$ cat src/source/axi_spi_pkg.sv
package axi_spi_pkg;

  localparam int AXI_DATA_W = 32;
  localparam int AXI_ADDR_W = 8;
  localparam int AXI_STRB_W = AXI_DATA_W / 8;

  typedef logic [AXI_DATA_W-1:0] axi_word_t;
  typedef logic [AXI_ADDR_W-1:0] axi_addr_t;
  typedef logic [1:0]            axi_resp_t;

  localparam axi_resp_t RESP_OKAY = 2'b00;

  // register map, decoded on bits 7..2
  localparam axi_addr_t ADDR_SRR  = 8'h40;
  localparam axi_addr_t ADDR_CR   = 8'h60;
  localparam axi_addr_t ADDR_SR   = 8'h64;
  localparam axi_addr_t ADDR_DTR  = 8'h68;
  localparam axi_addr_t ADDR_DRR  = 8'h6C;
  localparam axi_addr_t ADDR_SSR  = 8'h70;
  localparam axi_addr_t ADDR_TFOR = 8'h74;
  localparam axi_addr_t ADDR_RFOR = 8'h78;
  localparam axi_addr_t ADDR_RCLK = 8'h80; // custom clock ratio

  localparam axi_word_t SRR_KEY            = 32'h0000_000A;
  localparam axi_word_t REG_UNMAPPED_VALUE = 32'h6162_6364;

  localparam int SR_RX_EMPTY_BIT = 0;
  localparam int SR_RX_FULL_BIT  = 1;
  localparam int SR_TX_EMPTY_BIT = 2;
  localparam int SR_TX_FULL_BIT  = 3;

  typedef struct packed {
    logic [21:0] reserved;
    logic        lsb_first;     // bit 9
    logic [1:0]  reserved_8_7;
    logic        rx_fifo_reset; // self clearing
    logic        tx_fifo_reset; // self clearing
    logic        cpha;
    logic        cpol;
    logic        master;
    logic        spe;
    logic        loop;          // not implemented
  } spi_cr_fields_t;

  typedef union packed {
    axi_word_t      word;
    spi_cr_fields_t f;
  } spi_cr_u;

  localparam axi_word_t CR_INIT   = 32'h0000_0000;
  localparam axi_word_t SSR_INIT  = 32'h0000_0001;
  localparam axi_word_t RCLK_INIT = 32'h0000_0000;

endpackage

$ cat src/source/axi_spi_wr_ctrl.sv
`timescale 1ns/1ps

module axi_spi_wr_ctrl #(
  parameter int DATA_WIDTH  = 8,
  parameter int RATIO_WIDTH = 3
) (
  input  logic                               fixed_clk_i,
  input  logic                               axi_aresetn_i,
  input  axi_spi_pkg::axi_addr_t             axi_awaddr_i,
  input  logic                               axi_awvalid_i,
  output logic                               axi_awready_o,
  input  axi_spi_pkg::axi_word_t             axi_wdata_i,
  input  logic [axi_spi_pkg::AXI_STRB_W-1:0] axi_wstrb_i,
  input  logic                               axi_wvalid_i,
  output logic                               axi_wready_o,
  output axi_spi_pkg::axi_resp_t             axi_bresp_o,
  output logic                               axi_bvalid_o,
  input  logic                               axi_bready_i,
  input  logic                               tx_full_i,
  output axi_spi_pkg::spi_cr_u               control_o,
  output logic                               slave_select_o,
  output logic [RATIO_WIDTH-1:0]             ratio_o,
  output logic                               tx_push_o,
  output logic [DATA_WIDTH-1:0]              tx_push_data_o,
  output logic                               tx_clr_o,
  output logic                               rx_clr_o,
  output logic                               soft_rst_o
);
  import axi_spi_pkg::*;

  typedef enum logic [1:0] {WR_IDLE, WR_ACK, WR_RESP} wr_state_e;

  wr_state_e             state_q;
  axi_word_t             wdata_m;
  spi_cr_u               cr_wr;
  logic [AXI_ADDR_W-3:0] reg_sel;
  logic                  wr_fire;
  logic                  sel_srr;
  logic                  sel_cr;
  logic                  sel_dtr;
  logic                  sel_ssr;
  logic                  sel_rclk;

  always_comb begin
    for (int i = 0; i < AXI_STRB_W; i++) begin
      wdata_m[8*i +: 8] = axi_wstrb_i[i] ? axi_wdata_i[8*i +: 8] : 8'h00; // unstrobed byte is zero
    end
  end

  assign cr_wr.word = wdata_m;
  assign reg_sel    = axi_awaddr_i[AXI_ADDR_W-1:2];
  assign sel_srr    = (reg_sel == ADDR_SRR[AXI_ADDR_W-1:2]);
  assign sel_cr     = (reg_sel == ADDR_CR[AXI_ADDR_W-1:2]);
  assign sel_dtr    = (reg_sel == ADDR_DTR[AXI_ADDR_W-1:2]);
  assign sel_ssr    = (reg_sel == ADDR_SSR[AXI_ADDR_W-1:2]);
  assign sel_rclk   = (reg_sel == ADDR_RCLK[AXI_ADDR_W-1:2]);

  assign wr_fire       = (state_q == WR_ACK); // handshake cycle
  assign axi_awready_o = wr_fire;
  assign axi_wready_o  = wr_fire;
  assign axi_bvalid_o  = (state_q != WR_IDLE);
  assign axi_bresp_o   = RESP_OKAY;

  // one-cycle strobes, issued with awready
  assign tx_push_o      = wr_fire & sel_dtr;
  assign tx_push_data_o = wdata_m[DATA_WIDTH-1:0];
  assign tx_clr_o       = wr_fire & sel_cr & cr_wr.f.tx_fifo_reset;
  assign rx_clr_o       = wr_fire & sel_cr & cr_wr.f.rx_fifo_reset;
  assign soft_rst_o     = wr_fire & sel_srr & (wdata_m == SRR_KEY);

  always_ff @(posedge fixed_clk_i or negedge axi_aresetn_i) begin
    if (!axi_aresetn_i) begin
      state_q        <= WR_IDLE;
      control_o.word <= CR_INIT;
      slave_select_o <= SSR_INIT[0];
      ratio_o        <= RCLK_INIT[RATIO_WIDTH-1:0];
    end else begin
      case (state_q)
        WR_IDLE: begin
          // dtr write stalls while the tx fifo is full
          if (axi_awvalid_i && axi_wvalid_i && !(sel_dtr && tx_full_i)) begin
            state_q <= WR_ACK;
          end
        end
        WR_ACK: state_q <= axi_bready_i ? WR_IDLE : WR_RESP;
        default: begin
          if (axi_bready_i) begin
            state_q <= WR_IDLE;
          end
        end
      endcase

      if (soft_rst_o) begin
        control_o.word <= CR_INIT;
        slave_select_o <= SSR_INIT[0];
        ratio_o        <= RCLK_INIT[RATIO_WIDTH-1:0];
      end else if (wr_fire) begin
        if (sel_cr) begin
          control_o.word            <= cr_wr.word;
          control_o.f.tx_fifo_reset <= 1'b0; // reset bits never stored
          control_o.f.rx_fifo_reset <= 1'b0;
        end
        if (sel_ssr) begin
          slave_select_o <= wdata_m[0];
        end
        if (sel_rclk) begin
          ratio_o <= wdata_m[RATIO_WIDTH-1:0];
        end
      end
    end
  end

endmodule

$ cat src/source/axi_spi_rd_ctrl.sv
`timescale 1ns/1ps

module axi_spi_rd_ctrl #(
  parameter int DATA_WIDTH  = 8,
  parameter int FIFO_DEPTH  = 16,
  parameter int RATIO_WIDTH = 3
) (
  input  logic                             fixed_clk_i,
  input  logic                             axi_aresetn_i,
  input  axi_spi_pkg::axi_addr_t           axi_araddr_i,
  input  logic                             axi_arvalid_i,
  output logic                             axi_arready_o,
  output axi_spi_pkg::axi_word_t           axi_rdata_o,
  output axi_spi_pkg::axi_resp_t           axi_rresp_o,
  output logic                             axi_rvalid_o,
  input  logic                             axi_rready_i,
  input  axi_spi_pkg::spi_cr_u             control_i,
  input  logic                             slave_select_i,
  input  logic [RATIO_WIDTH-1:0]           ratio_i,
  input  axi_spi_pkg::axi_word_t           status_i,
  input  logic                             rx_empty_i,
  input  logic [DATA_WIDTH-1:0]            rx_data_i,
  input  logic [$clog2(FIFO_DEPTH+1)-1:0]  tx_count_i,
  input  logic [$clog2(FIFO_DEPTH+1)-1:0]  rx_count_i,
  output logic                             rx_pop_o
);
  import axi_spi_pkg::*;

  typedef enum logic [1:0] {RD_IDLE, RD_ACK, RD_RESP} rd_state_e;

  rd_state_e             state_q;
  logic [AXI_ADDR_W-3:0] reg_sel;
  logic                  sel_drr;
  logic                  rd_start;
  axi_word_t             rd_word;

  assign reg_sel  = axi_araddr_i[AXI_ADDR_W-1:2];
  assign sel_drr  = (reg_sel == ADDR_DRR[AXI_ADDR_W-1:2]);
  assign rd_start = (state_q == RD_IDLE) & axi_arvalid_i & ~(sel_drr & rx_empty_i);

  always_comb begin
    case (reg_sel)
      ADDR_CR[AXI_ADDR_W-1:2]:   rd_word = control_i.word;
      ADDR_SR[AXI_ADDR_W-1:2]:   rd_word = status_i;
      ADDR_DTR[AXI_ADDR_W-1:2]:  rd_word = '0; // write only
      ADDR_DRR[AXI_ADDR_W-1:2]:  rd_word = axi_word_t'(rx_data_i);
      ADDR_SSR[AXI_ADDR_W-1:2]:  rd_word = axi_word_t'(slave_select_i);
      ADDR_TFOR[AXI_ADDR_W-1:2]: rd_word = axi_word_t'(tx_count_i);
      ADDR_RFOR[AXI_ADDR_W-1:2]: rd_word = axi_word_t'(rx_count_i);
      ADDR_RCLK[AXI_ADDR_W-1:2]: rd_word = axi_word_t'(ratio_i);
      default:                   rd_word = REG_UNMAPPED_VALUE; // includes srr
    endcase
  end

  assign axi_arready_o = (state_q == RD_ACK);
  assign axi_rvalid_o  = (state_q != RD_IDLE);
  assign axi_rresp_o   = RESP_OKAY;
  assign rx_pop_o      = (state_q == RD_ACK) & sel_drr; // head already latched

  always_ff @(posedge fixed_clk_i) begin
    if (rd_start) begin
      axi_rdata_o <= rd_word;
    end
  end

  always_ff @(posedge fixed_clk_i or negedge axi_aresetn_i) begin
    if (!axi_aresetn_i) begin
      state_q <= RD_IDLE;
    end else begin
      case (state_q)
        RD_IDLE: begin
          if (rd_start) begin
            state_q <= RD_ACK;
          end
        end
        RD_ACK: state_q <= axi_rready_i ? RD_IDLE : RD_RESP;
        default: begin
          if (axi_rready_i) begin
            state_q <= RD_IDLE;
          end
        end
      endcase
    end
  end

endmodule

$ cat src/source/spi_fifo.sv
`timescale 1ns/1ps

module spi_fifo #(
  parameter int DATA_WIDTH = 8,
  parameter int FIFO_DEPTH = 16
) (
  input  logic                            fixed_clk_i,
  input  logic                            axi_aresetn_i,
  input  logic                            soft_rst_i,
  input  logic                            clr_i,
  input  logic                            push_i,
  input  logic [DATA_WIDTH-1:0]           push_data_i,
  input  logic                            pop_i,
  output logic [DATA_WIDTH-1:0]           pop_data_o,
  output logic                            empty_o,
  output logic                            full_o,
  output logic [$clog2(FIFO_DEPTH+1)-1:0] count_o
);
  localparam int PTR_W = $clog2(FIFO_DEPTH);
  localparam int CNT_W = $clog2(FIFO_DEPTH + 1);

  logic [DATA_WIDTH-1:0] mem [FIFO_DEPTH];
  logic [PTR_W-1:0]      wr_ptr;
  logic [PTR_W-1:0]      rd_ptr;
  logic                  do_push;
  logic                  do_pop;

  assign do_push    = push_i & ~full_o; // push on full dropped
  assign do_pop     = pop_i & ~empty_o;
  assign empty_o    = (count_o == '0);
  assign full_o     = (count_o == CNT_W'(FIFO_DEPTH));
  assign pop_data_o = mem[rd_ptr];

  always_ff @(posedge fixed_clk_i) begin
    if (do_push) begin
      mem[wr_ptr] <= push_data_i;
    end
  end

  always_ff @(posedge fixed_clk_i or negedge axi_aresetn_i) begin
    if (!axi_aresetn_i) begin
      wr_ptr  <= '0;
      rd_ptr  <= '0;
      count_o <= '0;
    end else if (soft_rst_i || clr_i) begin
      wr_ptr  <= '0;
      rd_ptr  <= '0;
      count_o <= '0;
    end else begin
      wr_ptr  <= wr_ptr + PTR_W'(do_push); // wraps at depth
      rd_ptr  <= rd_ptr + PTR_W'(do_pop);
      count_o <= count_o + CNT_W'(do_push) - CNT_W'(do_pop);
    end
  end

endmodule

$ cat src/source/spi_shifter.sv
`timescale 1ns/1ps

module spi_shifter #(
  parameter int DATA_WIDTH  = 8,
  parameter int RATIO_WIDTH = 3
) (
  input  logic                   fixed_clk_i,
  input  logic                   axi_aresetn_i,
  input  logic                   soft_rst_i,
  input  axi_spi_pkg::spi_cr_u   control_i,
  input  logic                   slave_select_i,
  input  logic [RATIO_WIDTH-1:0] ratio_i,
  input  logic                   tx_valid_i,
  input  logic [DATA_WIDTH-1:0]  tx_data_i,
  output logic                   tx_pop_o,
  input  logic                   rx_ready_i,
  output logic                   rx_push_o,
  output logic [DATA_WIDTH-1:0]  rx_data_o,
  output logic                   spi_clk_o,
  output logic                   spi_cs_n_o,
  output logic                   spi_mosi_o,
  input  logic                   spi_miso_i
);
  localparam int DIV_W  = 2 ** RATIO_WIDTH;
  localparam int EDGE_W = $clog2(2 * DATA_WIDTH);

  typedef enum logic [1:0] {SH_IDLE, SH_BUSY, SH_DONE} sh_state_e;

  sh_state_e             state_q;
  logic [DIV_W-1:0]      div_cnt;
  logic [EDGE_W-1:0]     edge_cnt;  // sclk edges within a word
  logic [DATA_WIDTH-1:0] tx_sr;
  logic                  start;
  logic                  div_last;
  logic                  sample_edge;
  logic                  shift_edge;

  // full rx fifo holds off the next word
  assign start = (state_q == SH_IDLE) & control_i.f.spe & control_i.f.master &
                 tx_valid_i & rx_ready_i;

  assign div_last    = (div_cnt == (DIV_W'(1) << ratio_i) - DIV_W'(1));
  assign sample_edge = div_last & (edge_cnt[0] == control_i.f.cpha);
  assign shift_edge  = div_last & (edge_cnt[0] != control_i.f.cpha) & (edge_cnt != '0);

  assign tx_pop_o   = start;
  assign rx_push_o  = (state_q == SH_DONE);
  assign spi_mosi_o = control_i.f.lsb_first ? tx_sr[0] : tx_sr[DATA_WIDTH-1];
  assign spi_cs_n_o = ~((state_q == SH_BUSY) & control_i.f.spe & ~slave_select_i);

  always_ff @(posedge fixed_clk_i or negedge axi_aresetn_i) begin
    if (!axi_aresetn_i) begin
      state_q   <= SH_IDLE;
      div_cnt   <= '0;
      edge_cnt  <= '0;
      tx_sr     <= '0;
      rx_data_o <= '0;
      spi_clk_o <= 1'b0;
    end else if (soft_rst_i) begin
      state_q   <= SH_IDLE;
      spi_clk_o <= 1'b0; // cr returns to zero with the soft reset
    end else begin
      case (state_q)
        SH_IDLE: begin
          spi_clk_o <= control_i.f.cpol; // idle level
          div_cnt   <= '0;
          edge_cnt  <= '0;
          if (start) begin
            tx_sr   <= tx_data_i;
            state_q <= SH_BUSY;
          end
        end
        SH_BUSY: begin
          div_cnt <= div_last ? '0 : div_cnt + 1'b1;
          if (div_last) begin
            spi_clk_o <= ~spi_clk_o;
            edge_cnt  <= edge_cnt + 1'b1;
          end
          if (sample_edge) begin
            rx_data_o <= control_i.f.lsb_first ? {spi_miso_i, rx_data_o[DATA_WIDTH-1:1]}
                                               : {rx_data_o[DATA_WIDTH-2:0], spi_miso_i};
          end
          if (shift_edge) begin
            tx_sr <= control_i.f.lsb_first ? (tx_sr >> 1) : (tx_sr << 1);
          end
          if (!control_i.f.spe) begin
            state_q <= SH_IDLE; // abort, word is dropped
          end else if (div_last && edge_cnt == EDGE_W'(2 * DATA_WIDTH - 1)) begin
            state_q <= SH_DONE;
          end
        end
        default: state_q <= SH_IDLE; // push cycle
      endcase
    end
  end

endmodule

$ cat src/source/spi_core.sv
`timescale 1ns/1ps

module spi_core #(
  parameter int DATA_WIDTH  = 8,
  parameter int FIFO_DEPTH  = 16,
  parameter int RATIO_WIDTH = 3
) (
  input  logic                            fixed_clk_i,
  input  logic                            axi_aresetn_i,
  input  logic                            soft_rst_i,
  input  axi_spi_pkg::spi_cr_u            control_i,
  input  logic                            slave_select_i,
  input  logic [RATIO_WIDTH-1:0]          ratio_i,
  input  logic                            tx_push_i,
  input  logic [DATA_WIDTH-1:0]           tx_push_data_i,
  input  logic                            tx_clr_i,
  input  logic                            rx_pop_i,
  input  logic                            rx_clr_i,
  output axi_spi_pkg::axi_word_t          status_o,
  output logic                            tx_full_o,
  output logic                            rx_empty_o,
  output logic [DATA_WIDTH-1:0]           rx_data_o,
  output logic [$clog2(FIFO_DEPTH+1)-1:0] tx_count_o,
  output logic [$clog2(FIFO_DEPTH+1)-1:0] rx_count_o,
  output logic                            spi_clk_o,
  output logic                            spi_cs_n_o,
  output logic                            spi_mosi_o,
  input  logic                            spi_miso_i
);
  import axi_spi_pkg::*;

  logic                  tx_empty;
  logic                  tx_pop;
  logic [DATA_WIDTH-1:0] tx_head;
  logic                  rx_full;
  logic                  rx_push;
  logic [DATA_WIDTH-1:0] rx_word;

  always_comb begin
    status_o                  = '0; // slave mode bits read zero
    status_o[SR_RX_EMPTY_BIT] = rx_empty_o;
    status_o[SR_RX_FULL_BIT]  = rx_full;
    status_o[SR_TX_EMPTY_BIT] = tx_empty;
    status_o[SR_TX_FULL_BIT]  = tx_full_o;
  end

  spi_fifo #(.DATA_WIDTH(DATA_WIDTH), .FIFO_DEPTH(FIFO_DEPTH)) tx_fifo_i (
    .fixed_clk_i, .axi_aresetn_i, .soft_rst_i,
    .clr_i       (tx_clr_i),
    .push_i      (tx_push_i),
    .push_data_i (tx_push_data_i),
    .pop_i       (tx_pop),
    .pop_data_o  (tx_head),
    .empty_o     (tx_empty),
    .full_o      (tx_full_o),
    .count_o     (tx_count_o)
  );

  spi_fifo #(.DATA_WIDTH(DATA_WIDTH), .FIFO_DEPTH(FIFO_DEPTH)) rx_fifo_i (
    .fixed_clk_i, .axi_aresetn_i, .soft_rst_i,
    .clr_i       (rx_clr_i),
    .push_i      (rx_push),
    .push_data_i (rx_word),
    .pop_i       (rx_pop_i),
    .pop_data_o  (rx_data_o),
    .empty_o     (rx_empty_o),
    .full_o      (rx_full),
    .count_o     (rx_count_o)
  );

  spi_shifter #(.DATA_WIDTH(DATA_WIDTH), .RATIO_WIDTH(RATIO_WIDTH)) shifter_i (
    .fixed_clk_i, .axi_aresetn_i, .soft_rst_i, .control_i, .slave_select_i, .ratio_i,
    .tx_valid_i (~tx_empty),
    .tx_data_i  (tx_head),
    .tx_pop_o   (tx_pop),
    .rx_ready_i (~rx_full),
    .rx_push_o  (rx_push),
    .rx_data_o  (rx_word),
    .spi_clk_o, .spi_cs_n_o, .spi_mosi_o, .spi_miso_i
  );

endmodule

$ cat src/source/axi_spi_top.sv
`timescale 1ns/1ps

module axi_spi_top #(
  parameter int DATA_WIDTH  = 8,
  parameter int FIFO_DEPTH  = 16,
  parameter int RATIO_WIDTH = 3
) (
  input  logic                               fixed_clk_i,
  input  logic                               axi_aresetn_i,
  input  axi_spi_pkg::axi_addr_t             axi_awaddr_i,
  input  logic                               axi_awvalid_i,
  output logic                               axi_awready_o,
  input  axi_spi_pkg::axi_word_t             axi_wdata_i,
  input  logic [axi_spi_pkg::AXI_STRB_W-1:0] axi_wstrb_i,
  input  logic                               axi_wvalid_i,
  output logic                               axi_wready_o,
  output axi_spi_pkg::axi_resp_t             axi_bresp_o,
  output logic                               axi_bvalid_o,
  input  logic                               axi_bready_i,
  input  axi_spi_pkg::axi_addr_t             axi_araddr_i,
  input  logic                               axi_arvalid_i,
  output logic                               axi_arready_o,
  output axi_spi_pkg::axi_word_t             axi_rdata_o,
  output axi_spi_pkg::axi_resp_t             axi_rresp_o,
  output logic                               axi_rvalid_o,
  input  logic                               axi_rready_i,
  output logic                               spi_clk_o,
  output logic                               spi_cs_n_o,
  output logic                               spi_mosi_o,
  input  logic                               spi_miso_i
);
  import axi_spi_pkg::*;

  localparam int CNT_W = $clog2(FIFO_DEPTH + 1);

  spi_cr_u               control;
  logic                  slave_select;
  logic [RATIO_WIDTH-1:0] ratio;
  logic                  tx_push;
  logic [DATA_WIDTH-1:0] tx_push_data;
  logic                  tx_clr;
  logic                  rx_clr;
  logic                  soft_rst;
  logic                  rx_pop;
  axi_word_t             status;
  logic                  tx_full;
  logic                  rx_empty;
  logic [DATA_WIDTH-1:0] rx_data;
  logic [CNT_W-1:0]      tx_count;
  logic [CNT_W-1:0]      rx_count;

  axi_spi_wr_ctrl #(.DATA_WIDTH(DATA_WIDTH), .RATIO_WIDTH(RATIO_WIDTH)) wr_ctrl_i (
    .fixed_clk_i, .axi_aresetn_i,
    .axi_awaddr_i, .axi_awvalid_i, .axi_awready_o,
    .axi_wdata_i, .axi_wstrb_i, .axi_wvalid_i, .axi_wready_o,
    .axi_bresp_o, .axi_bvalid_o, .axi_bready_i,
    .tx_full_i      (tx_full),
    .control_o      (control),
    .slave_select_o (slave_select),
    .ratio_o        (ratio),
    .tx_push_o      (tx_push),
    .tx_push_data_o (tx_push_data),
    .tx_clr_o       (tx_clr),
    .rx_clr_o       (rx_clr),
    .soft_rst_o     (soft_rst)
  );

  axi_spi_rd_ctrl #(
    .DATA_WIDTH(DATA_WIDTH), .FIFO_DEPTH(FIFO_DEPTH), .RATIO_WIDTH(RATIO_WIDTH)
  ) rd_ctrl_i (
    .fixed_clk_i, .axi_aresetn_i,
    .axi_araddr_i, .axi_arvalid_i, .axi_arready_o,
    .axi_rdata_o, .axi_rresp_o, .axi_rvalid_o, .axi_rready_i,
    .control_i      (control),
    .slave_select_i (slave_select),
    .ratio_i        (ratio),
    .status_i       (status),
    .rx_empty_i     (rx_empty),
    .rx_data_i      (rx_data),
    .tx_count_i     (tx_count),
    .rx_count_i     (rx_count),
    .rx_pop_o       (rx_pop)
  );

  spi_core #(
    .DATA_WIDTH(DATA_WIDTH), .FIFO_DEPTH(FIFO_DEPTH), .RATIO_WIDTH(RATIO_WIDTH)
  ) core_i (
    .fixed_clk_i, .axi_aresetn_i,
    .soft_rst_i     (soft_rst),
    .control_i      (control),
    .slave_select_i (slave_select),
    .ratio_i        (ratio),
    .tx_push_i      (tx_push),
    .tx_push_data_i (tx_push_data),
    .tx_clr_i       (tx_clr),
    .rx_pop_i       (rx_pop),
    .rx_clr_i       (rx_clr),
    .status_o       (status),
    .tx_full_o      (tx_full),
    .rx_empty_o     (rx_empty),
    .rx_data_o      (rx_data),
    .tx_count_o     (tx_count),
    .rx_count_o     (rx_count),
    .spi_clk_o, .spi_cs_n_o, .spi_mosi_o, .spi_miso_i
  );

endmodule

$ cat config.mk
export PLATFORM = sky130hd
export DESIGN_NAME = axi_spi_top
export DESIGN_NICKNAME = d
export VERILOG_FILES = /design/src/source/axi_spi_pkg.sv /design/src/source/axi_spi_wr_ctrl.sv /design/src/source/axi_spi_rd_ctrl.sv /design/src/source/spi_fifo.sv /design/src/source/spi_shifter.sv /design/src/source/spi_core.sv /design/src/source/axi_spi_top.sv
export SDC_FILE = /design/constraint.sdc
export NUM_CORES = 1
export LEC_CHECK = 0
export BUFFER_PORTS_ARGS = -buffer_cell sky130_fd_sc_hd__buf_4
export CORE_ASPECT_RATIO = 0.6
export CORE_MARGIN = 8
export CORE_UTILIZATION = 35
export CTS_BUF_LIST = sky130_fd_sc_hd__clkbuf_4 sky130_fd_sc_hd__clkbuf_8
export CTS_CLUSTER_SIZE = 10
export DETAILED_ROUTE_END_ITERATION = 10
export GPL_TIMING_DRIVEN = 0
export PLACE_DENSITY_LB_ADDON = 0.1
export SLEW_MARGIN = 20
export SYNTH_ARGS = -nofsm -noshare
export SYNTH_HDL_FRONTEND = slang
export SYNTH_SLANG_ARGS = --single-unit
$ cat constraint.sdc
create_clock -name fixed_clk_i -period 6.9 [get_ports fixed_clk_i]
set_input_delay 1.38 -clock fixed_clk_i [delete_from_list [all_inputs] [get_ports fixed_clk_i]]
set_output_delay 1.38 -clock fixed_clk_i [all_outputs]
set_load 0.01 [all_outputs]
# --- Word-level counts from Yosys, hierarchy flattened ---
# Memory sizes are Yosys's and may differ from the RTL's.
# Cells that the tools add are included.
totals:
  ram_bits: 256
  in_bits: 60
  memories: 2
  reg_bits: 129
classes:
  n_mux: 50
  n_eq_ne: 32
  shifts: 1
  n_reduce_logical: 34
  add_sub_neg: 11
  bitwise: 32
mem_list:
  columns: ["memory", "depth", "width", "read_ports", "rd_ports_with_merged_regs", "write_ports", "line_no", "text"]
  rows:
  - ["core_i.rx_fifo_i.mem", 16, 8, 1, 0, 1, "spi_fifo.sv:22", "logic [DATA_WIDTH-1:0] mem [FIFO_DEPTH];"]
  - ["core_i.tx_fifo_i.mem", 16, 8, 1, 0, 1, "spi_fifo.sv:22", null]
op_table:
  columns: ["op", "n"]
  rows:
  - ["32-bit case mux with 8 select lines", 1]
  - ["32-bit 2-to-1 mux", 3]
  - ["8-bit 2-to-1 mux", 9]
  - ["6-bit by 5-bit == test with 1-bit output, second input constant", 11]
  - ["32-bit by 4-bit == test with 1-bit output, second input constant", 1]
  - ["8-bit case mux with 2 select lines", 2]
  - ["1-bit AND", 23]
  - ["2-bit 2-to-1 mux", 10]
  - ["4-bit 2-to-1 mux", 5]
  - ["4-bit by 1-bit adder with 4-bit output", 4]
  - ["2-bit AND reduction", 8]
  - ["2-bit nonzero test", 7]
  - ["6-bit == test, second input constant", 2]
  - ["2-bit case mux with 2 select lines", 3]
  - ["5-bit by 1-bit adder with 5-bit output", 2]
  - ["5-bit == test, second input constant", 2]
  - ["5-bit zero test", 2]
  - ["1-bit 2-to-1 mux", 10]
  - ["5-bit 2-to-1 mux", 2]
  - ["5-bit by 1-bit subtractor with 5-bit output", 2]
  - ["3-bit 2-to-1 mux", 3]
  - ["1-bit NOT", 9]
  - ["3-bit nonzero test", 3]
  - ["8-bit by 1-bit adder with 8-bit output, second input constant", 1]
  - ["other kinds (23)", 35]

# --- Logic depth before layout (Yosys ltp) ---
# Gate-level depths: netlist of run 1.
depth:
  ltp_word: 8
  mapped_depth: 15

# --- Hierarchy ---
# A second synthesis of run 1 with hierarchy kept.
unflattened:
  hier_cells: 1158
  hier_area_um2: 17284.1
by_module_without_submodules:
  columns: ["module", "cells_per_inst", "seq_area_each_um2", "area_each_um2", "n_inst"]
  rows:
  - ["spi_fifo", 291, 4169.0, 5734.2, 2]
  - ["spi_shifter", 197, 775.7, 1995.7, 1]
  - ["axi_spi_rd_ctrl", 139, 1011.0, 1794.2, 1]
  - ["axi_spi_wr_ctrl", 205, 902.1, 1774.2, 1]
  - ["spi_core", 35, 0.0, 251.5, 1]

# --- Least setup slack after synthesis of run 1 ---
# OpenSTA, ideal clock, no wires.
synth_timing:
  path_type: "input port to flip-flop"
  startpoint: "input port axi_awaddr_i[2]"
  endpoint: "register core_i.tx_fifo_i.count_o[4]"
  required_time_ns: 6.777
  n_path_buf: 0
  setup_time_ns: 0.123
  arrival_time_ns: 3.635
  setup_slack_ns: 3.141
  stages: 14
  path_cell_list: "nor4bb_1 > nor2b_1 > nand2_1 > nor2_1 > inv_2 > ha_1 > inv_1 > ha_1 > fa_1 > a21oi_1 > nor2_1 > nor2_1 > xnor2_1 > nor2_1"
synth_between:
  elab_chain_len: 6
  word_cells_on_any_way: 13
  classes_between: "add/sub: 2; eq/ne: 3; mux: 1; bitwise: 6; reduce/logical: 1"
synth_rtl:
  columns: ["item", "line_no", "text"]
  rows:
  - ["start: declaration", "axi_spi_top.sv:10", "input axi_spi_pkg::axi_addr_t axi_awaddr_i,"]
  - ["6-bit by 5-bit == test with 1-bit output", "axi_spi_wr_ctrl.sv:54", "assign sel_dtr = (reg_sel == ADDR_DTR[AXI_ADDR_W-1:2]);"]
  - ["1-bit AND", "axi_spi_wr_ctrl.sv:65", "assign tx_push_o = wr_fire & sel_dtr;"]
  - ["1-bit AND", "spi_fifo.sv:28", "assign do_push = push_i & ~full_o;"]
  - ["5-bit by 1-bit adder with 5-bit output", "spi_fifo.sv:52", "count_o <= count_o + CNT_W'(do_push) - CNT_W'(do_pop);"]
  - ["5-bit by 1-bit subtractor with 5-bit output", "spi_fifo.sv:52", null]
  - ["5-bit 2-to-1 mux (*)", "spi_fifo.sv:45", "end else if (soft_rst_i || clr_i) begin"]
  - ["end signal: assignment", "spi_fifo.sv:52", null]
  - ["end: declaration", "spi_fifo.sv:17", "output logic [$clog2(FIFO_DEPTH+1)-1:0] count_o"]
# Every way passes the cells marked *; elsewhere a longest branch is shown, timed or not.
# A chain may end at the register's enable or synchronous reset.

# --- Worst setup path after layout of run 1 ---
layout_timing:
  startpoint: "register wr_ctrl_i.control_o[9] in the netlist's numbering"
  endpoint: "output port spi_mosi_o"
layout_between:
  elab_chain_len: 1
layout_rtl:
  columns: ["item", "line_no", "text"]
  rows:
  - ["start: declaration", "axi_spi_wr_ctrl.sv:20", "output axi_spi_pkg::spi_cr_u control_o,"]
  - ["1-bit 2-to-1 mux", "spi_shifter.sv:48", "assign spi_mosi_o = control_i.f.lsb_first ? tx_sr[0] : tx_sr[DATA_WIDTH-1];"]
  - ["end: declaration", "axi_spi_top.sv:29", "output logic spi_mosi_o,"]
# No other way between the ends.

==> results of run 1 <==
==> sequential cells by signal, indices dropped and copies added, names as in the netlist <==
name and flops:
core_i.tx_fifo_i.mem 128, core_i.rx_fifo_i.wr_ptr 4, rd_ctrl_i.state_q 2, core_i.tx_fifo_i.rd_ptr 4
core_i.shifter_i.div_cnt 8, core_i.shifter_i.rx_data_o 8, core_i.shifter_i.tx_sr 8, wr_ctrl_i.slave_select_o 1
rd_ctrl_i.axi_rdata_o 32, core_i.shifter_i.state_q 2, core_i.rx_fifo_i.rd_ptr 4, core_i.tx_fifo_i.wr_ptr 4
wr_ctrl_i.ratio_o 3, core_i.tx_fifo_i.count_o 5, wr_ctrl_i.control_o 30, core_i.rx_fifo_i.count_o 5
core_i.shifter_i.edge_cnt 4, core_i.shifter_i.spi_clk_o 1, wr_ctrl_i.state_q 2, core_i.rx_fifo_i.mem 128
==> metrics by stage <==
step / area (um2) / worst slack [ps] / utilization / std cells
CTS: 19500 / 2840 / 0.411 / 1924
finish: 19500 / 2880 / 0.411 / 1924
global route: 19500 / 2740 / 0.411 / 1924
detailed placement: 18300 / 2550 / 0.385 / 1816
global placement: 18200 / 2220 / 0.383 / 1811
floorplan: 16700 / 3140 / - / 1080
==> placed cells by master (no fill, tap or decap), types with 5 or more instances in the layout <==
cell type / instances
mux2_2: 9
mux2_4: 15
nand3_1: 35
xor2_1: 8
a21o_1: 17
buf_6: 5
o211ai_1: 6
a22o_1: 9
dfrtp_1: 94
nand2_1: 65
clkbuf_4: 19
a21oi_1: 44
nor2b_1: 7
nand3b_1: 9
buf_2: 12
nor2_1: 83
edfxtp_1: 288
mux2i_1: 21
mux4_2: 74
nor3_2: 8
a22oi_1: 6
nand2b_1: 7
a221o_1: 6
buf_4: 104
xnor2_1: 12
clkinv_1: 7
clkbuf_1: 34
ha_1: 24
nor3b_1: 5
clkinv_2: 15
clkbuf_8: 61
o21ai_1: 6
o21ai_0: 6
inv_1: 25
and2_1: 35
and3_1: 7
==> final timing paths <==
check | slack (ps) | depth (start not counted) | end
worst max-delay path | 2880 | 3 | spi_mosi_o
worst min-delay path | 500 | 2 | wr_ctrl_i.control_o[14]
worst max register to register | 3420 | 10 | core_i.shifter_i.tx_sr[0]
worst min register to register | 500 | 2 | wr_ctrl_i.control_o[14]
max in group asynchronous | 5330 | 1 | core_i.shifter_i.tx_sr[1]
min in group asynchronous | 840 | 1 | core_i.shifter_i.div_cnt[7]
==> synth_stat cells, types with 8 or more instances <==
library cell	count
a21o_1	17
a21oi_1	44
a22o_1	9
and2_1	35
buf_2	12
buf_4	10
clkbuf_1	34
dfrtp_1	94
edfxtp_1	288
ha_1	24
inv_1	25
mux2_2	9
mux2_4	15
mux2i_1	21
mux4_2	74
nand2_1	65
nand3_1	35
nand3b_1	9
nor2_1	83
nor3_1	12
xnor2_1	12
xor2_1	8
==> per-layer routing <==
metal	vias to the layer above	routed length, um	global-route usage
li1	4446	-	-
met1	5044	24300	0.262
met2	287	16900	0.203
met3	71	3260	0.0500
met4	0	1040	0.0448
met5	-	0	0
==> power by group through the flow <==
| stage | sequential (uW) | clock [uW] | combinational, uW |
|---|---|---|---|
| after CTS | 2580 | 2060 | 480 |
| after global placement | 2630 | 0 | 473 |
| after global routing | 2590 | 2150 | 529 |
| after floorplan | 2620 | 0 | 305 |
| after detailed placement | 2630 | 0 | 475 |
| final | 2590 | 1990 | 474 |
==> worst max-delay path: stages, from the launching register on <==
cell,delay [ps]
dfrtp_1,470
clkbuf_1,710
o21ai_0,530
buf_4,290
==> logic make-up after synthesis <==
| family | synth area share |
|---|---|
| xor+xnor | 0.0105 |
| flops | 0.661 |
| simple gates | 0.0946 |
| buf+inv | 0.0259 |
| fa+ha+maj | 0.0204 |
| compound gates | 0.0545 |
| other cells | 0.000225 |
| mux | 0.133 |
==> layout make-up <==
class / instances / share of cell area
Multi-Input combinational cell: 605 / 0.271
Clock inverter: 28 / 0.0126
Sequential cell: 383 / 0.565
Tap cell: 640 / 0.0410
Inverter: 27 / 0.00519
Buffer: 65 / 0.0170
Clock buffer: 80 / 0.0503
Timing Repair Buffer: 96 / 0.0378
==> key figures, run 1 <==
Status
  – Status: completed

Power
  – Total power: 5050 uW
  – Net Sw Frac: 0.243
  – Sequential power share: 0.512
  – Pint: 3820 uW
  – P_leak: 0.00730 uW
  – Combinational Power Share: 0.094
  – Switching power: 1230 uW
  – Max VDD drop: 0.126 mV
  – Total power density per cell area: 259 nW/um2
  – Clock network power share: 0.394

Placed design
  – Buffers on Ports: 91
  – Hpwl dp: 32300 um
  – Final GP Congestion: 0.838

Worst setup path
  – Critical path origin: wr_ctrl_i.control_o[9]
  – Crit start category: flip-flop
  – Crit. End Element: primary output
  – CP Data Required Time: 5520 ps
  – Crit Path Category: flip-flop to primary output
  – FF-to-FF Start: wr_ctrl_i.ratio_o[2]
  – Critical path fanouts, max: 10
  – Worst EP arrival: 2640 ps

Final layout
  – Area of the multi-input gates: 5290 um2
  – NumNets Final: 1321
  – Layout cells sized above 1: 0.273
  – Layout area overhead: 16.9%
  – Fillers: 4473
  – Register Area: 11000 um2
  – Antenna cells: 0

Timing
  – Slew @ Worst Pin: 1040 ps
  – Final Hold Vio Count: 0
  – Hold_ws: 504 ps
  – Headroom to the max-slew limit: 0.303
  – Clock period minus worst slack: 4020 ps
  – Final worst path period share: 0.582
  – RSZ-0062 raised after global routing: no
  – Final setup viols: 0
  – Total Neg Setup Slack: 0 ps
  – Fmax: 249 MHz
  – Worst Clk Skew: 26.9 ps
  – Max Transition Viols Final: 0

Clock network
  – Clock sink count: 383
  – Worst-path clk slew: 60 ps
  – Postcts setup bufs: 0
  – H-tree levels: 2
  – Num CTS Buffers: 57
  – CTS tree: done
  – Max clock buf depth: 3
  – Root Driver: clkbuf_8
  – Clock latency on the worst-skew pair: 630 ps
  – Hold-fix buffers, CTS: 0
  – Resize count post-CTS: 0

Synthesis
  – Top cell type's share of synthesized area: 0.518
  – Mapped cell area: 16700 um2
  – Top cells by area, synth: edfxtp_1 (52%), dfrtp_1 (14%), mux4_2 (10%)
  – Cell taking the most area after synthesis: edfxtp_1
  – Mapped Cells: 1077
  – Ys flop type: edfxtp_1
  – Post-synth EDFFs: 288
  – Register area share after synthesis: 0.661
  – Warnings, synthesis: 0
  – Yosys cell types: 83
  – Syn avg cell area: 15.5 um2
  – Yosys reg bits: 383
  – Asr flop ratio synth: 0.248

Drt
  – Initial DRC count: 984
  – Wirelength per Cell: 23.6 um
  – DRT Wirelength: 45500 um
  – 1st-pass router iterations: 5
  – Post-DR vias/cell: 5.12
  – Remaining antenna violation count: 0
  – DRC violations left: 0
  – Via count: 9848

Floorplan
  – Die ar.: 55200 um2
  – Starting density of the core: 0.352
  – Height of the die: 185 um
  – Rows: 62
  – Core Region: 47500 um2
  – Die X-Extent: 298 um
  – # IOs: 104

Hold path
  – Hold path startpoint: wr_ctrl_i.control_o[14]
  – Hold WC Path Type: flip-flop to flip-flop

GRT
  – Gr usage total: 0.163
  – Initial antenna violation count: 0
  – Largest net degree at the start of global routing: 96
  – Grt total ovfl: 0
  – First-pass GRT wire length: 67100 um
  – Vias in the first global route: 9888

Run
  – Max-cap violations: 0
Note: power is estimated with default switching activity, not from simulation.
==> run 2, diff against run 1 <==
- clock period: 6.9 -> 3.6 ns (I/O delays scaled with it)
==> run 2 against run 1 <==
  * Non-clock buffer count stayed put
  * First-iteration DRC count is 4.0% higher
  * Register-to-register slack got worse by 3300 ps
  * Power is 92% higher
  * Global-route usage did not move
  * Combinational power is 92% higher
  * Via count is essentially flat
  * Critical path depth up 7
  * Wire length hardly changed
  * Critical path type is now flip-flop to flip-flop
  * Critical endpoint is now core_i.shifter_i.tx_sr[0]
  * Highest routed layer unchanged
==> key figures, run 2 (same netlist as run 1, synthesis figures left out) <==
Status
  – Status: completed

Hold path
  – Hold WC Path Type: input port to asynchronous set/reset pin

Clock network
  – H-tree levels: 2 (unchanged)
  – CTS tree: done
  – Worst-path clk slew: 70 ps (about the same)
  – Max clock buf depth: 3 (unchanged)
  – Root Driver: clkbuf_8
  – Clock latency on the worst-skew pair: 630 ps (about the same)
  – Num CTS Buffers: 57 (unchanged)
  – Hold-fix buffers, CTS: 0 (unchanged)
  – Clock sink count: 383 (unchanged)

Power
  – Total power: 9690 uW (+92%)
  – Total power density per cell area: 496 nW/um2 (+92%)
  – P_leak: 0.00730 uW (about the same)
  – Max VDD drop: 0.242 mV (+92%)

Drt
  – DRT Wirelength: 45400 um (about the same)
  – Via count: 9843 (-0.051%)
  – 1st-pass router iterations: 5 (unchanged)
  – DRC violations left: 0 (unchanged)
  – Initial DRC count: 1023 (+4.0%)
  – Wirelength per Cell: 23.6 um (about the same)
  – Post-DR vias/cell: 5.12 (about the same)
  – Remaining antenna violation count: 0 (unchanged)

GRT
  – Gr usage total: 0.163 (unchanged)
  – Vias in the first global route: 9888 (unchanged)
  – Grt total ovfl: 0 (unchanged)
  – First-pass GRT wire length: 67100 um (unchanged)
  – Initial antenna violation count: 0 (unchanged)
  – Largest net degree at the start of global routing: 96 (unchanged)

Timing
  – Final worst path period share: 0.953
  – Final setup viols: 0 (unchanged)
  – Headroom to the max-slew limit: 0.316 (+0.0127)
  – RSZ-0062 raised after global routing: no
  – Total Neg Setup Slack: 0 ps (unchanged)
  – Max Transition Viols Final: 0 (unchanged)
  – Final Hold Vio Count: 0 (unchanged)
  – Clock period minus worst slack: 3430 ps
  – Worst Clk Skew: 27.2 ps (+0.316 ps)
  – Slew @ Worst Pin: 1020 ps (-19.0 ps)
  – Fmax: 291 MHz

Final layout
  – Layout area overhead: 16.9% (about the same)
  – Area of the multi-input gates: 5290 um2 (about the same)
  – NumNets Final: 1321 (unchanged)
  – Most common cell after layout, fill and taps aside: edfxtp_1
  – Largest regs: core_i.rx_fifo_i.mem x128, core_i.tx_fifo_i.mem x128, rd_ctrl_i.axi_rdata_o x32
  – Register Area: 11000 um2 (unchanged)
  – Post-route cell area: 19500 um2 (about the same)
  – Layout cells sized above 1: 0.273 (+0.000779)
  – Most frequent cells in the layout: edfxtp_1 (288), buf_4 (104), dfrtp_1 (94)
  – Fillers: 4471 (-0.045%)
  – Antenna cells: 0 (unchanged)

Worst setup path
  – CP Data Required Time: 4100 ps (-1420 ps)
  – Critical path fanouts, max: 10 (unchanged)
  – Crit. End Element: flip-flop
  – Crit Path Category: flip-flop to flip-flop
  – Crit start category: flip-flop
  – Worst EP arrival: 3930 ps (+1290 ps)

Floorplan
  – # IOs: 104 (unchanged)
  – Core Region: 47500 um2 (unchanged)
  – Die X-Extent: 298 um (unchanged)
  – Rows: 62 (unchanged)
  – Die ar.: 55200 um2 (unchanged)
  – Height of the die: 185 um (unchanged)
  – Starting density of the core: 0.352 (unchanged)

Placed design
  – Final GP Congestion: 0.838 (unchanged)
  – DP Area: 18300 um2 (unchanged)
  – Hpwl dp: 32300 um (unchanged)
  – Buffers on Ports: 91 (unchanged)

Run
  – Max-cap violations: 0 (unchanged)
-- run 2: worst paths after layout --
check | start | cells past startpoint | slack [ps] | to
min | axi_aresetn_i | 1 | 180 | core_i.shifter_i.div_cnt[7]
max in group asynchronous | axi_aresetn_i | 1 | 2690 | core_i.shifter_i.tx_sr[1]
max | wr_ctrl_i.ratio_o[2] | 10 | 170 | core_i.shifter_i.tx_sr[0]
max reg2reg | wr_ctrl_i.ratio_o[2] | 10 | 170 | core_i.shifter_i.tx_sr[0]
min in group fixed_clk_i | axi_bready_i | 2 | 250 | wr_ctrl_i.state_q[1]
min reg2reg | wr_ctrl_i.control_o[14] | 2 | 500 | wr_ctrl_i.control_o[14]
-- run 2: final cells by class --
class / instances / share of cell area
clock inverter: 28 / 0.0126
buffer: 65 / 0.0170
sequential: 383 / 0.565
clock buffer: 80 / 0.0503
tap: 640 / 0.0410
multi-input combinational: 605 / 0.271
inverter: 27 / 0.00519
timing repair buffer: 96 / 0.0378
-- run 2: per-stage QoR --
step,utilization,hold slack (ps),std cells,setup WS (ps)
2_1_floorplan,-,424,1080,501
6_report,0.411,178,1924,168
5_1_grt,0.411,211,1924,9.52
3_3_place_gp,0.383,491,1811,-421
3_5_place_dp,0.385,493,1816,-91.0
4_1_cts,0.411,196,1924,120
-- run 2: timing repair --
item	4_1_cts	5_1_grt
buffers inserted	0	0
gates resized for setup	0	1
endpoints found under the setup margin	0	7
-- run 2: critical path: stages, from the launching register on --
cell and delay, ps:
dfrtp_1 450, buf_2 230, or3_1 380, ha_1 300, xnor2_1 130, a311oi_1 310, o211a_4 250, o22ai_1 250
or3b_4 510, buf_4 210, mux2_4 300
-- run 2: metal layers --
layer  vias to the layer above  wire length [um]  global-route usage
met1                      5042             24100               0.262
met2                       283             16900               0.203
met4                         0              1040              0.0448
met3                        71              3330              0.0500
met5                         -                 0                   0
li1                       4447                 -                   -
-- run 2: report_power, final --
| part | internal (uW) | switching (uW) | total, uW |
|---|---|---|---|
| combinational | 404 | 506 | 909 |
| sequential | 4850 | 101 | 4960 |
| clock | 2070 | 1750 | 3820 |
| total | 7330 | 2360 | 9690 |
